--- src/common/zx_settings.svh ---
/*
 * Memory subsystem constants
 * Address widths, request queue depth and SDRAM region codes
 */
`ifndef ZX_SETTINGS_SVH
`define ZX_SETTINGS_SVH

// SDRAM byte address layout
`define ZX_RAM_ADDR_W   24
`define ZX_BANK_W       4     // 16K bank number
`define ZX_OFFSET_W     14    // Offset inside one 16K window

// Pending CPU requests toward the SDRAM port
`define ZX_REQ_DEPTH    4

// Region code sits just above the bank number
`define ZX_ROM_PREFIX   3'b101
`define ZX_RAM_PREFIX   3'b000

`endif
--- src/common/zx_mem_pkg.sv ---
/*
 * SDRAM side types
 * Byte address, bank number and queued memory request
 */
`include "zx_settings.svh"

package zx_mem_pkg;

	// Flat byte address into SDRAM
	typedef logic [`ZX_RAM_ADDR_W-1:0] ram_addr_t;

	// 16K bank, ROM or RAM depending on region code
	typedef logic [`ZX_BANK_W-1:0] bank_t;

	// ==================================================
	// One CPU access on its way to SDRAM
	// ==================================================
	typedef struct packed {
		ram_addr_t  addr;
		logic [7:0] data;    // Don't care for reads
		logic       we;
	} mem_req_t;

endpackage

--- src/common/zx_bus_pkg.sv ---
/*
 * CPU side types
 * Z80 bus bundle and the memory mode selection
 */
package zx_bus_pkg;

	// ==================================================
	// Z80 bus as seen by the memory logic
	// ==================================================
	// Strobes are active high here, unlike the pins
	typedef struct packed {
		logic [15:0] addr;
		logic [7:0]  data;    // CPU write data
		logic        mreq;
		logic        iorq;
		logic        rd;
		logic        wr;
		logic        m1;
	} cpu_bus_t;

	// ==================================================
	// Machine memory model
	// ==================================================
	typedef enum logic [1:0] {
		std128 = 2'd0,    // 128K / +2
		zx48   = 2'd1,    // Plain 48K, paging locked
		plus3  = 2'd2     // +2A / +3 with 1FFD
	} mem_mode_e;

endpackage

--- src/zx_mem_top.sv ---
/*
 * Memory subsystem top level
 * Paging unit, request queue and SDRAM port
 */
`timescale 1ns/100ps
`include "zx_settings.svh"

module zx_mem_top (
	input  logic                  clk_sys,
	input  logic                  reset,
	input  zx_bus_pkg::cpu_bus_t  cpu_bus,
	input  zx_bus_pkg::mem_mode_e mem_mode,
	input  logic                  sdram_ack,
	input  logic [15:0]           sdram_dout,
	output logic                  sdram_req,
	output zx_mem_pkg::ram_addr_t sdram_addr,
	output logic                  sdram_we,
	output logic [7:0]            sdram_din,
	output logic                  ram_ready,
	output logic [7:0]            ram_dout
);

	logic                 push;
	zx_mem_pkg::mem_req_t push_req;
	zx_mem_pkg::mem_req_t head;
	logic                 not_empty;
	logic                 queue_empty;
	logic                 pop;

	page_regs u_page_regs (
		.clk_sys  (clk_sys),
		.reset    (reset),
		.cpu_bus  (cpu_bus),
		.mem_mode (mem_mode),
		.push     (push),
		.push_req (push_req)
	);

	mem_req_queue #(
		.DEPTH (`ZX_REQ_DEPTH)
	) u_req_queue (
		.clk_sys   (clk_sys),
		.reset     (reset),
		.push      (push),
		.push_req  (push_req),
		.pop       (pop),
		.head      (head),
		.not_empty (not_empty),
		.empty     (queue_empty)
	);

	sdram_port u_sdram_port (
		.clk_sys     (clk_sys),
		.reset       (reset),
		.head        (head),
		.not_empty   (not_empty),
		.queue_empty (queue_empty),
		.push        (push),
		.sdram_ack   (sdram_ack),
		.sdram_dout  (sdram_dout),
		.pop         (pop),
		.sdram_req   (sdram_req),
		.sdram_addr  (sdram_addr),
		.sdram_we    (sdram_we),
		.sdram_din   (sdram_din),
		.ram_ready   (ram_ready),
		.ram_dout    (ram_dout)
	);

endmodule

--- src/sdram_port.sv ---
/*
 * SDRAM request port
 * Toggle req/ack handshake, byte lane select and CPU ready
 */
`timescale 1ns/100ps

module sdram_port (
	input  logic                  clk_sys,
	input  logic                  reset,
	input  zx_mem_pkg::mem_req_t  head,
	input  logic                  not_empty,
	input  logic                  queue_empty,
	input  logic                  push,
	input  logic                  sdram_ack,
	input  logic [15:0]           sdram_dout,
	output logic                  pop,
	output logic                  sdram_req,
	output zx_mem_pkg::ram_addr_t sdram_addr,
	output logic                  sdram_we,
	output logic [7:0]            sdram_din,
	output logic                  ram_ready,
	output logic [7:0]            ram_dout
);

	logic busy;      // Request outstanding at the controller
	logic launch;
	logic done;

	assign launch = ~busy & not_empty;
	assign done   = busy & (sdram_ack == sdram_req);
	assign pop    = launch;

	// CPU may go on only once nothing is left anywhere in the path
	assign ram_ready = queue_empty & ~busy & ~push;

	// ==================================================
	// Handshake control
	// ==================================================
	always_ff @(posedge clk_sys) begin
		if (reset) begin
			busy      <= 1'b0;
			sdram_req <= 1'b0;
		end else if (launch) begin
			busy      <= 1'b1;
			sdram_req <= ~sdram_req;    // Toggle starts a new cycle
		end else if (done) begin
			busy <= 1'b0;
		end
	end

	// Held stable until the controller acknowledges
	always_ff @(posedge clk_sys) begin
		if (launch) begin
			sdram_addr <= head.addr;
			sdram_we   <= head.we;
			sdram_din  <= head.data;
		end
	end

	// ==================================================
	// Read data return
	// ==================================================
	always_ff @(posedge clk_sys) begin
		if (done & ~sdram_we) begin
			ram_dout <= sdram_addr[0] ? sdram_dout[15:8] : sdram_dout[7:0];    // Odd byte high
		end
	end

	// Controller latches address and data any time before ack
	assert property (@(posedge clk_sys) disable iff (reset)
		sdram_req != sdram_ack |=>
			$stable(sdram_addr) && $stable(sdram_we) && $stable(sdram_din));

endmodule

--- src/mem_req_queue.sv ---
/*
 * Pending memory request FIFO
 * Circular buffer with fall-through when empty
 */
`timescale 1ns/100ps

module mem_req_queue #(
	parameter int DEPTH = 4
) (
	input  logic                 clk_sys,
	input  logic                 reset,
	input  logic                 push,
	input  zx_mem_pkg::mem_req_t push_req,
	input  logic                 pop,
	output zx_mem_pkg::mem_req_t head,
	output logic                 not_empty,
	output logic                 empty
);

	localparam int PTR_W = (DEPTH > 1) ? $clog2(DEPTH) : 1;
	localparam int CNT_W = $clog2(DEPTH + 1);

	zx_mem_pkg::mem_req_t fifo_mem [DEPTH];
	logic [PTR_W-1:0]     wr_ptr;
	logic [PTR_W-1:0]     rd_ptr;
	logic [CNT_W-1:0]     count;
	logic                 full;
	logic                 bypass;
	logic                 do_write;
	logic                 do_read;

	function automatic logic [PTR_W-1:0] next_ptr(input logic [PTR_W-1:0] ptr);
		if (ptr == PTR_W'(DEPTH - 1)) begin
			return '0;
		end
		return ptr + 1'b1;
	endfunction

	assign empty = (count == '0);
	assign full  = (count == CNT_W'(DEPTH));

	// Empty queue hands the incoming request straight to the port
	assign bypass    = empty & push & pop;
	assign do_write  = push & ~bypass & (~full | pop);
	assign do_read   = pop & ~empty;
	assign not_empty = ~empty | push;
	assign head      = empty ? push_req : fifo_mem[rd_ptr];

	always_ff @(posedge clk_sys) begin
		if (reset) begin
			wr_ptr <= '0;
			rd_ptr <= '0;
			count  <= '0;
		end else begin
			if (do_write) wr_ptr <= next_ptr(wr_ptr);
			if (do_read) rd_ptr <= next_ptr(rd_ptr);
			case ({do_write, do_read})
				2'b10:   count <= count + 1'b1;
				2'b01:   count <= count - 1'b1;
				default: count <= count;
			endcase
		end
	end

	always_ff @(posedge clk_sys) begin
		if (do_write) fifo_mem[wr_ptr] <= push_req;
	end

	// Producer is expected to wait on ram_ready before overrunning
	assert property (@(posedge clk_sys) disable iff (reset) push |-> !full || pop);

	assert property (@(posedge clk_sys) disable iff (reset) pop |-> not_empty);

endmodule

--- src/paging/page_regs.sv ---
/*
 * Paging unit
 * 7FFD and 1FFD registers, port decode, bus edge detect
 * and generation of mapped memory requests
 */
`timescale 1ns/100ps
`include "zx_settings.svh"

module page_regs (
	input  logic                  clk_sys,
	input  logic                  reset,
	input  zx_bus_pkg::cpu_bus_t  cpu_bus,
	input  zx_bus_pkg::mem_mode_e mem_mode,
	output logic                  push,
	output zx_mem_pkg::mem_req_t  push_req
);

	localparam int REGION_LSB = `ZX_OFFSET_W + `ZX_BANK_W;

	logic                  zx48_mode;
	logic                  plus3_mode;
	logic [7:0]            page_7ffd;
	logic [7:0]            page_1ffd;
	logic                  io_wr;
	logic                  mem_rd;
	logic                  mem_wr;
	logic                  old_io_wr;
	logic                  old_mem_rd;
	logic                  old_mem_wr;
	logic                  io_wr_edge;
	logic                  rd_edge;
	logic                  wr_edge;
	logic                  page_disable;
	logic                  sel_7ffd;
	logic                  sel_1ffd;
	zx_mem_pkg::ram_addr_t map_addr;
	logic                  write_ok;

	assign io_wr  = cpu_bus.iorq & cpu_bus.wr & ~cpu_bus.m1;
	assign mem_rd = cpu_bus.mreq & cpu_bus.rd;
	assign mem_wr = cpu_bus.mreq & cpu_bus.wr;

	assign io_wr_edge = io_wr & ~old_io_wr;
	assign rd_edge    = mem_rd & ~old_mem_rd;
	assign wr_edge    = mem_wr & ~old_mem_wr;

	// 48K never pages, 128K locks itself via bit 5
	assign page_disable = zx48_mode | page_7ffd[5];

	// +3 also needs A14 so that 1FFD does not alias onto 7FFD
	assign sel_7ffd = ~cpu_bus.addr[15] & ~cpu_bus.addr[1] & (cpu_bus.addr[14] | ~plus3_mode);
	assign sel_1ffd = plus3_mode & ~cpu_bus.addr[15] & ~cpu_bus.addr[14] &
		~cpu_bus.addr[13] & cpu_bus.addr[12] & ~cpu_bus.addr[1];

	mem_map u_mem_map (
		.cpu_addr  (cpu_bus.addr),
		.page_7ffd (page_7ffd),
		.page_1ffd (page_1ffd),
		.zx48      (zx48_mode),
		.plus3     (plus3_mode),
		.ram_addr  (map_addr),
		.write_ok  (write_ok)
	);

	always_ff @(posedge clk_sys) begin
		if (reset) begin
			old_io_wr  <= 1'b0;
			old_mem_rd <= 1'b0;
			old_mem_wr <= 1'b0;
		end else begin
			old_io_wr  <= io_wr;
			old_mem_rd <= mem_rd;
			old_mem_wr <= mem_wr;
		end
	end

	// ==================================================
	// Paging registers
	// ==================================================
	always_ff @(posedge clk_sys) begin
		if (reset) begin
			zx48_mode  <= (mem_mode == zx_bus_pkg::zx48);    // Mode only taken at reset
			plus3_mode <= (mem_mode == zx_bus_pkg::plus3);
			page_7ffd  <= '0;
			page_1ffd  <= '0;
		end else if (io_wr_edge & ~page_disable) begin
			if (sel_7ffd) begin
				page_7ffd <= cpu_bus.data;
			end else if (sel_1ffd) begin
				page_1ffd <= cpu_bus.data;
			end
		end
	end

	// ==================================================
	// Request generation, one cycle after the bus edge
	// ==================================================
	always_ff @(posedge clk_sys) begin
		if (reset) begin
			push <= 1'b0;
		end else begin
			push <= rd_edge | (wr_edge & write_ok);    // ROM writes dropped here
		end
	end

	always_ff @(posedge clk_sys) begin
		if (rd_edge | wr_edge) begin
			push_req.addr <= map_addr;
			push_req.data <= cpu_bus.data;
			push_req.we   <= wr_edge;
		end
	end

	// No queued write may land in the ROM region of SDRAM
	assert property (@(posedge clk_sys) disable iff (reset)
		push && push_req.we |-> push_req.addr[REGION_LSB +: 3] != `ZX_ROM_PREFIX);

	// 1FFD only exists on the +3
	assert property (@(posedge clk_sys) disable iff (reset)
		!plus3_mode |=> $stable(page_1ffd));

endmodule

--- src/paging/mem_map.sv ---
/*
 * CPU to SDRAM address translation
 * ROM bank select, +3 all-RAM modes and ROM write protect
 */
`timescale 1ns/100ps
`include "zx_settings.svh"

module mem_map (
	input  logic [15:0]           cpu_addr,
	input  logic [7:0]            page_7ffd,
	input  logic [7:0]            page_1ffd,
	input  logic                  zx48,
	input  logic                  plus3,
	output zx_mem_pkg::ram_addr_t ram_addr,
	output logic                  write_ok
);

	localparam int PAD_W = `ZX_RAM_ADDR_W - 3 - `ZX_BANK_W - `ZX_OFFSET_W;

	logic [1:0]        window;
	logic              special;
	logic              is_rom;
	zx_mem_pkg::bank_t rom_bank;
	zx_mem_pkg::bank_t ram_bank;
	zx_mem_pkg::bank_t bank;
	logic [2:0]        region;

	assign window  = cpu_addr[15:14];
	assign special = page_1ffd[0];    // +3 all-RAM
	assign is_rom  = ~special & (window == 2'd0);

	// 48K at 15, 128K at 6/7, +3 at 8..11
	always_comb begin
		if (zx48) begin
			rom_bank = 4'd15;
		end else if (plus3) begin
			rom_bank = {2'b10, page_1ffd[2], page_7ffd[4]};
		end else begin
			rom_bank = {3'b011, page_7ffd[4]};
		end
	end

	always_comb begin
		if (special) begin
			case (page_1ffd[2:1])
				2'd0:    ram_bank = {2'b00, window};                          // 0 1 2 3
				2'd1:    ram_bank = {2'b01, window};                          // 4 5 6 7
				2'd2:    ram_bank = (window == 2'd3) ? 4'd3 : {2'b01, window}; // 4 5 6 3
				default: begin                                                // 4 7 6 3
					if (window == 2'd3) ram_bank = 4'd3;
					else if (window == 2'd1) ram_bank = 4'd7;
					else ram_bank = {2'b01, window};
				end
			endcase
		end else begin
			case (window)
				2'd1:    ram_bank = 4'd5;
				2'd2:    ram_bank = 4'd2;
				2'd3:    ram_bank = {1'b0, page_7ffd[2:0]};
				default: ram_bank = 4'd0;    // Window 0 is ROM here
			endcase
		end
	end

	assign region = is_rom ? `ZX_ROM_PREFIX : `ZX_RAM_PREFIX;
	assign bank   = is_rom ? rom_bank : ram_bank;

	assign ram_addr = {{PAD_W{1'b0}}, region, bank, cpu_addr[`ZX_OFFSET_W-1:0]};
	assign write_ok = ~is_rom;

endmodule

--- config.mk ---
export PLATFORM = sky130hd
export DESIGN_NAME = zx_mem_top
export DESIGN_NICKNAME = d
export VERILOG_FILES = /design/src/common/zx_mem_pkg.sv /design/src/common/zx_bus_pkg.sv /design/src/zx_mem_top.sv /design/src/sdram_port.sv /design/src/mem_req_queue.sv /design/src/paging/page_regs.sv /design/src/paging/mem_map.sv
export VERILOG_INCLUDE_DIRS = /design/src /design/src/common
export SDC_FILE = /design/constraint.sdc
export NUM_CORES = 1
export LEC_CHECK = 0
export ABC_AREA = 1
export BUFFER_PORTS_ARGS = -buffer_cell sky130_fd_sc_hd__clkbuf_2
export CAP_MARGIN = 20
export CORE_AREA = 2 2 92 160
export CTS_CLUSTER_DIAMETER = 120
export CTS_CLUSTER_SIZE = 14
export DETAILED_ROUTE_END_ITERATION = 10
export DIE_AREA = 0 0 94 162
export MAX_ROUTING_LAYER = met4
export PLACE_DENSITY_LB_ADDON = 0.12
export SYNTH_ARGS = -nofsm -noshare
export SYNTH_HDL_FRONTEND = slang
export SYNTH_SLANG_ARGS = --single-unit
export TNS_END_PERCENT = 20
--- constraint.sdc ---
create_clock -name clk_sys -period 2.7 [get_ports clk_sys]
set_clock_uncertainty 0.1 [all_clocks]
set_input_delay 0.405 -clock clk_sys [delete_from_list [all_inputs] [get_ports clk_sys]]
set_output_delay 0.405 -clock clk_sys [all_outputs]
set_load 0.05 [all_outputs]
==> results.tsv <==
metric	value	unit
status	complete, no violations	
setup slack after placement	0.530	ns
final RePlAce weighted congestion	0.886	
core area	13900	µm²
initial antenna violation count	0	
GRT Total Usage	21.0	%
Via density	5.26	
post-route cell area	9190	µm²
Max Cap Viol	0	
Num CTS Buffers	18	
largest net degree at the start of global routing	57	
Hold Fails Final Rpt	0	
Tot Pwr	10200	µW
Pre-antenna DRT Iters	5	
final cycle utilization of the critical path	81.4	%
Die ar.	15200	µm²
input/output buffers	88	
ANT nets after route	0	
die width	94	µm
max_slew headroom	56.4	%
PostCTS Resize Cnt	0	
GRT Residual Overflow	0	
Critical Path AT	2.46	ns
# diodes	0	
FP Rows	57	
RSZ-0062 raised after global routing	false	
fin crit period	2.20	ns
CP Capture Type	register	
final setup fails	0	
CTS Sinks	201	
HP Start	cpu_bus[17]	
WL/cell	15.9	µm
Post-DP Area	8560	µm²
leakage	0.00358	µW
Synthesis Warnings	0	
Synth Area per Inst	12.0	µm²
worst skew pair latency	0.47	ns
Vias	5022	
DRC viols	0	
worst-path maximum fanout	8	
Multi-input gate area	1810	µm²
CTS Hold Bufs	8	
H-tree depth	1	
VDD IR max	0.000839	V
final WL	15.1	mm
CP Data Required Time	2.96	ns
register area share after synthesis	73.0	%
CTS Buffer Depth	3	
Synth Instances	661	
layout net count	822	
final worst slack	0.502	ns
Area Growth Syn to Fin	15.5	%
# fillers	1076	
Initial Utilization	57.2	%
post-DP HPWL	9.57	mm
WHS	0.0110	ns
share of cells above drive strength 1	18.9	%
Reg-to-Reg Start	u_sdram_port.busy	
CTS clk-pin slew, worst paths	0.06	ns
Final TNS setup	0	ns
Die H	162	µm
Post-CTS Setup Bufs	0	
synthesized cell area	7960	µm²
first-pass GRT wire length	24.2	mm
crit start category	register	
max-slew violation count	0	
hold crit path type	input pin to register	
Slew @ Worst Pin	0.654	ns
Critical Path Start	u_sdram_port.busy	
CTS root buf	clkbuf_16	
Achievable Freq	0.455	GHz
Initial DRC Count	383	
number of synthesized register bits	201	
CTS tree	yes	
register area	5810	µm²
critical path class	register to register	
Netlist cell types	29	
I/O pins	93	
pwr/cell area	1110	nW/µm²
vias in the first global route	5139	
## synth_stat cells
library cell,number,area share (%)
nor4_1,1,0.079
clkbuf_1,4,0.19
nor2_2,3,0.24
buf_2,13,0.82
buf_4,10,0.94
nand4_1,1,0.079
a21oi_1,16,1.0
dfxtp_1,23,5.8
nand2_1,113,5.3
nand3_2,1,0.13
conb_1,1,0.047
buf_6,5,0.71
o211ai_1,2,0.19
o21ai_1,76,4.8
fa_1,1,0.25
nand3b_1,1,0.094
nor2_1,117,5.5
nor2_4,1,0.14
nor3_1,3,0.19
mux2_2,8,1.1
o21ai_0,15,0.94
inv_2,3,0.14
ha_1,6,0.94
nand2_2,1,0.079
nand3_1,17,1.1
or2_1,1,0.079
or2_2,1,0.079
inv_1,39,1.8
edfxtp_1,178,67
## path summary, 6_finish.rpt
kind	end	slack [ns]	cells after the start
setup / recovery	u_req_queue.count[2]	0.50	10
hold / removal	u_page_regs.push_req[13]	0.01	1
setup reg to reg	u_req_queue.count[2]	0.50	10
hold reg to reg	u_page_regs.page_7ffd[1]	0.37	2
## stage by stage
step	cells	util (%)
final	954	66.1
after global routing	954	66.1
after CTS	952	66.0
after detailed placement	912	61.6
after global placement	912	61.6
after floorplan	664	-
## cells in the final DEF (no fill, tap or decap)
master,count
buf_4,14
o21ai_1,76
nor2_1,113
fa_1,1
a21oi_1,16
clkbuf_2,88
buf_12,1
conb_1,4
mux2_2,8
inv_2,3
nor2_4,1
ha_1,6
clkbuf_1,12
nand4_1,1
nand3b_1,1
or2_2,1
nand2_1,113
nor4_2,1
dlygate4sd3_1,10
edfxtp_1,178
nand3_1,17
nand2_2,1
nor2_2,7
o211ai_1,2
o21ai_0,15
nand3_2,1
dfxtp_1,22
inv_1,39
nor3_1,3
inv_8,1
or2_1,1
dfxtp_2,1
clkbuf_16,19
## where the power goes
group          total (µW)  internal [µW]  leakage, µW  switching, µW
logic                3600            904      0.00148           2700
clock network        2350           1320     0.000254           1030
registers            4220           4030      0.00184            192
total               10200           6250      0.00358           3920
## registers in the layout, indices dropped and copies added, names as in the netlist, 2 cells and up, named ones only
register / count
u_page_regs.page_1ffd: 3
u_page_regs.page_7ffd: 5
u_page_regs.push_req: 28
u_req_queue.count: 3
u_req_queue.fifo_mem: 112
u_req_queue.rd_ptr: 2
u_req_queue.wr_ptr: 2
u_sdram_port.ram_dout: 8
u_sdram_port.sdram_addr: 19
u_sdram_port.sdram_din: 8
## cells by family (layout without fill, tap and decap cells)
family	after synthesis	after routing	share of synthesized area, %
fa+ha+maj	7	7	1.20
mux	8	8	1.13
flops	201	201	73.0
simple gates	261	261	13.1
buf+inv	74	187	4.64
compound gates	109	109	6.92
other cells	1	4	0.0471
## worst max-delay path: stages (launching register included)
cell and delay, ns:
dfxtp_1 0.31, inv_1 0.17, nand3_1 0.16, nand3_2 0.20
ha_1 0.22, inv_1 0.08, fa_1 0.44, nand2_1 0.09
nand3_1 0.09, o21ai_0 0.16, a21oi_1 0.05
## metal layers
layer	routed length, µm	GRT usage, %	share of wire (%)	vias to the layer above
met5	0	-	0	-
met3	756	2.88	5.0	17
met1	5760	23.1	38	2398
met2	8370	38.9	55	141
li1	-	-	-	2466
met4	257	6.65	1.7	0
## final cells by class
class                      count  area share, %
clock buffer                  31           5.66
tap                          177           2.41
timing repair buffer         113           7.24
clock inverter                 1          0.122
multi-input combinational    389           19.7
sequential                   201           63.2
inverter                      42           1.71
Note: power is estimated with default switching activity, not from simulation.
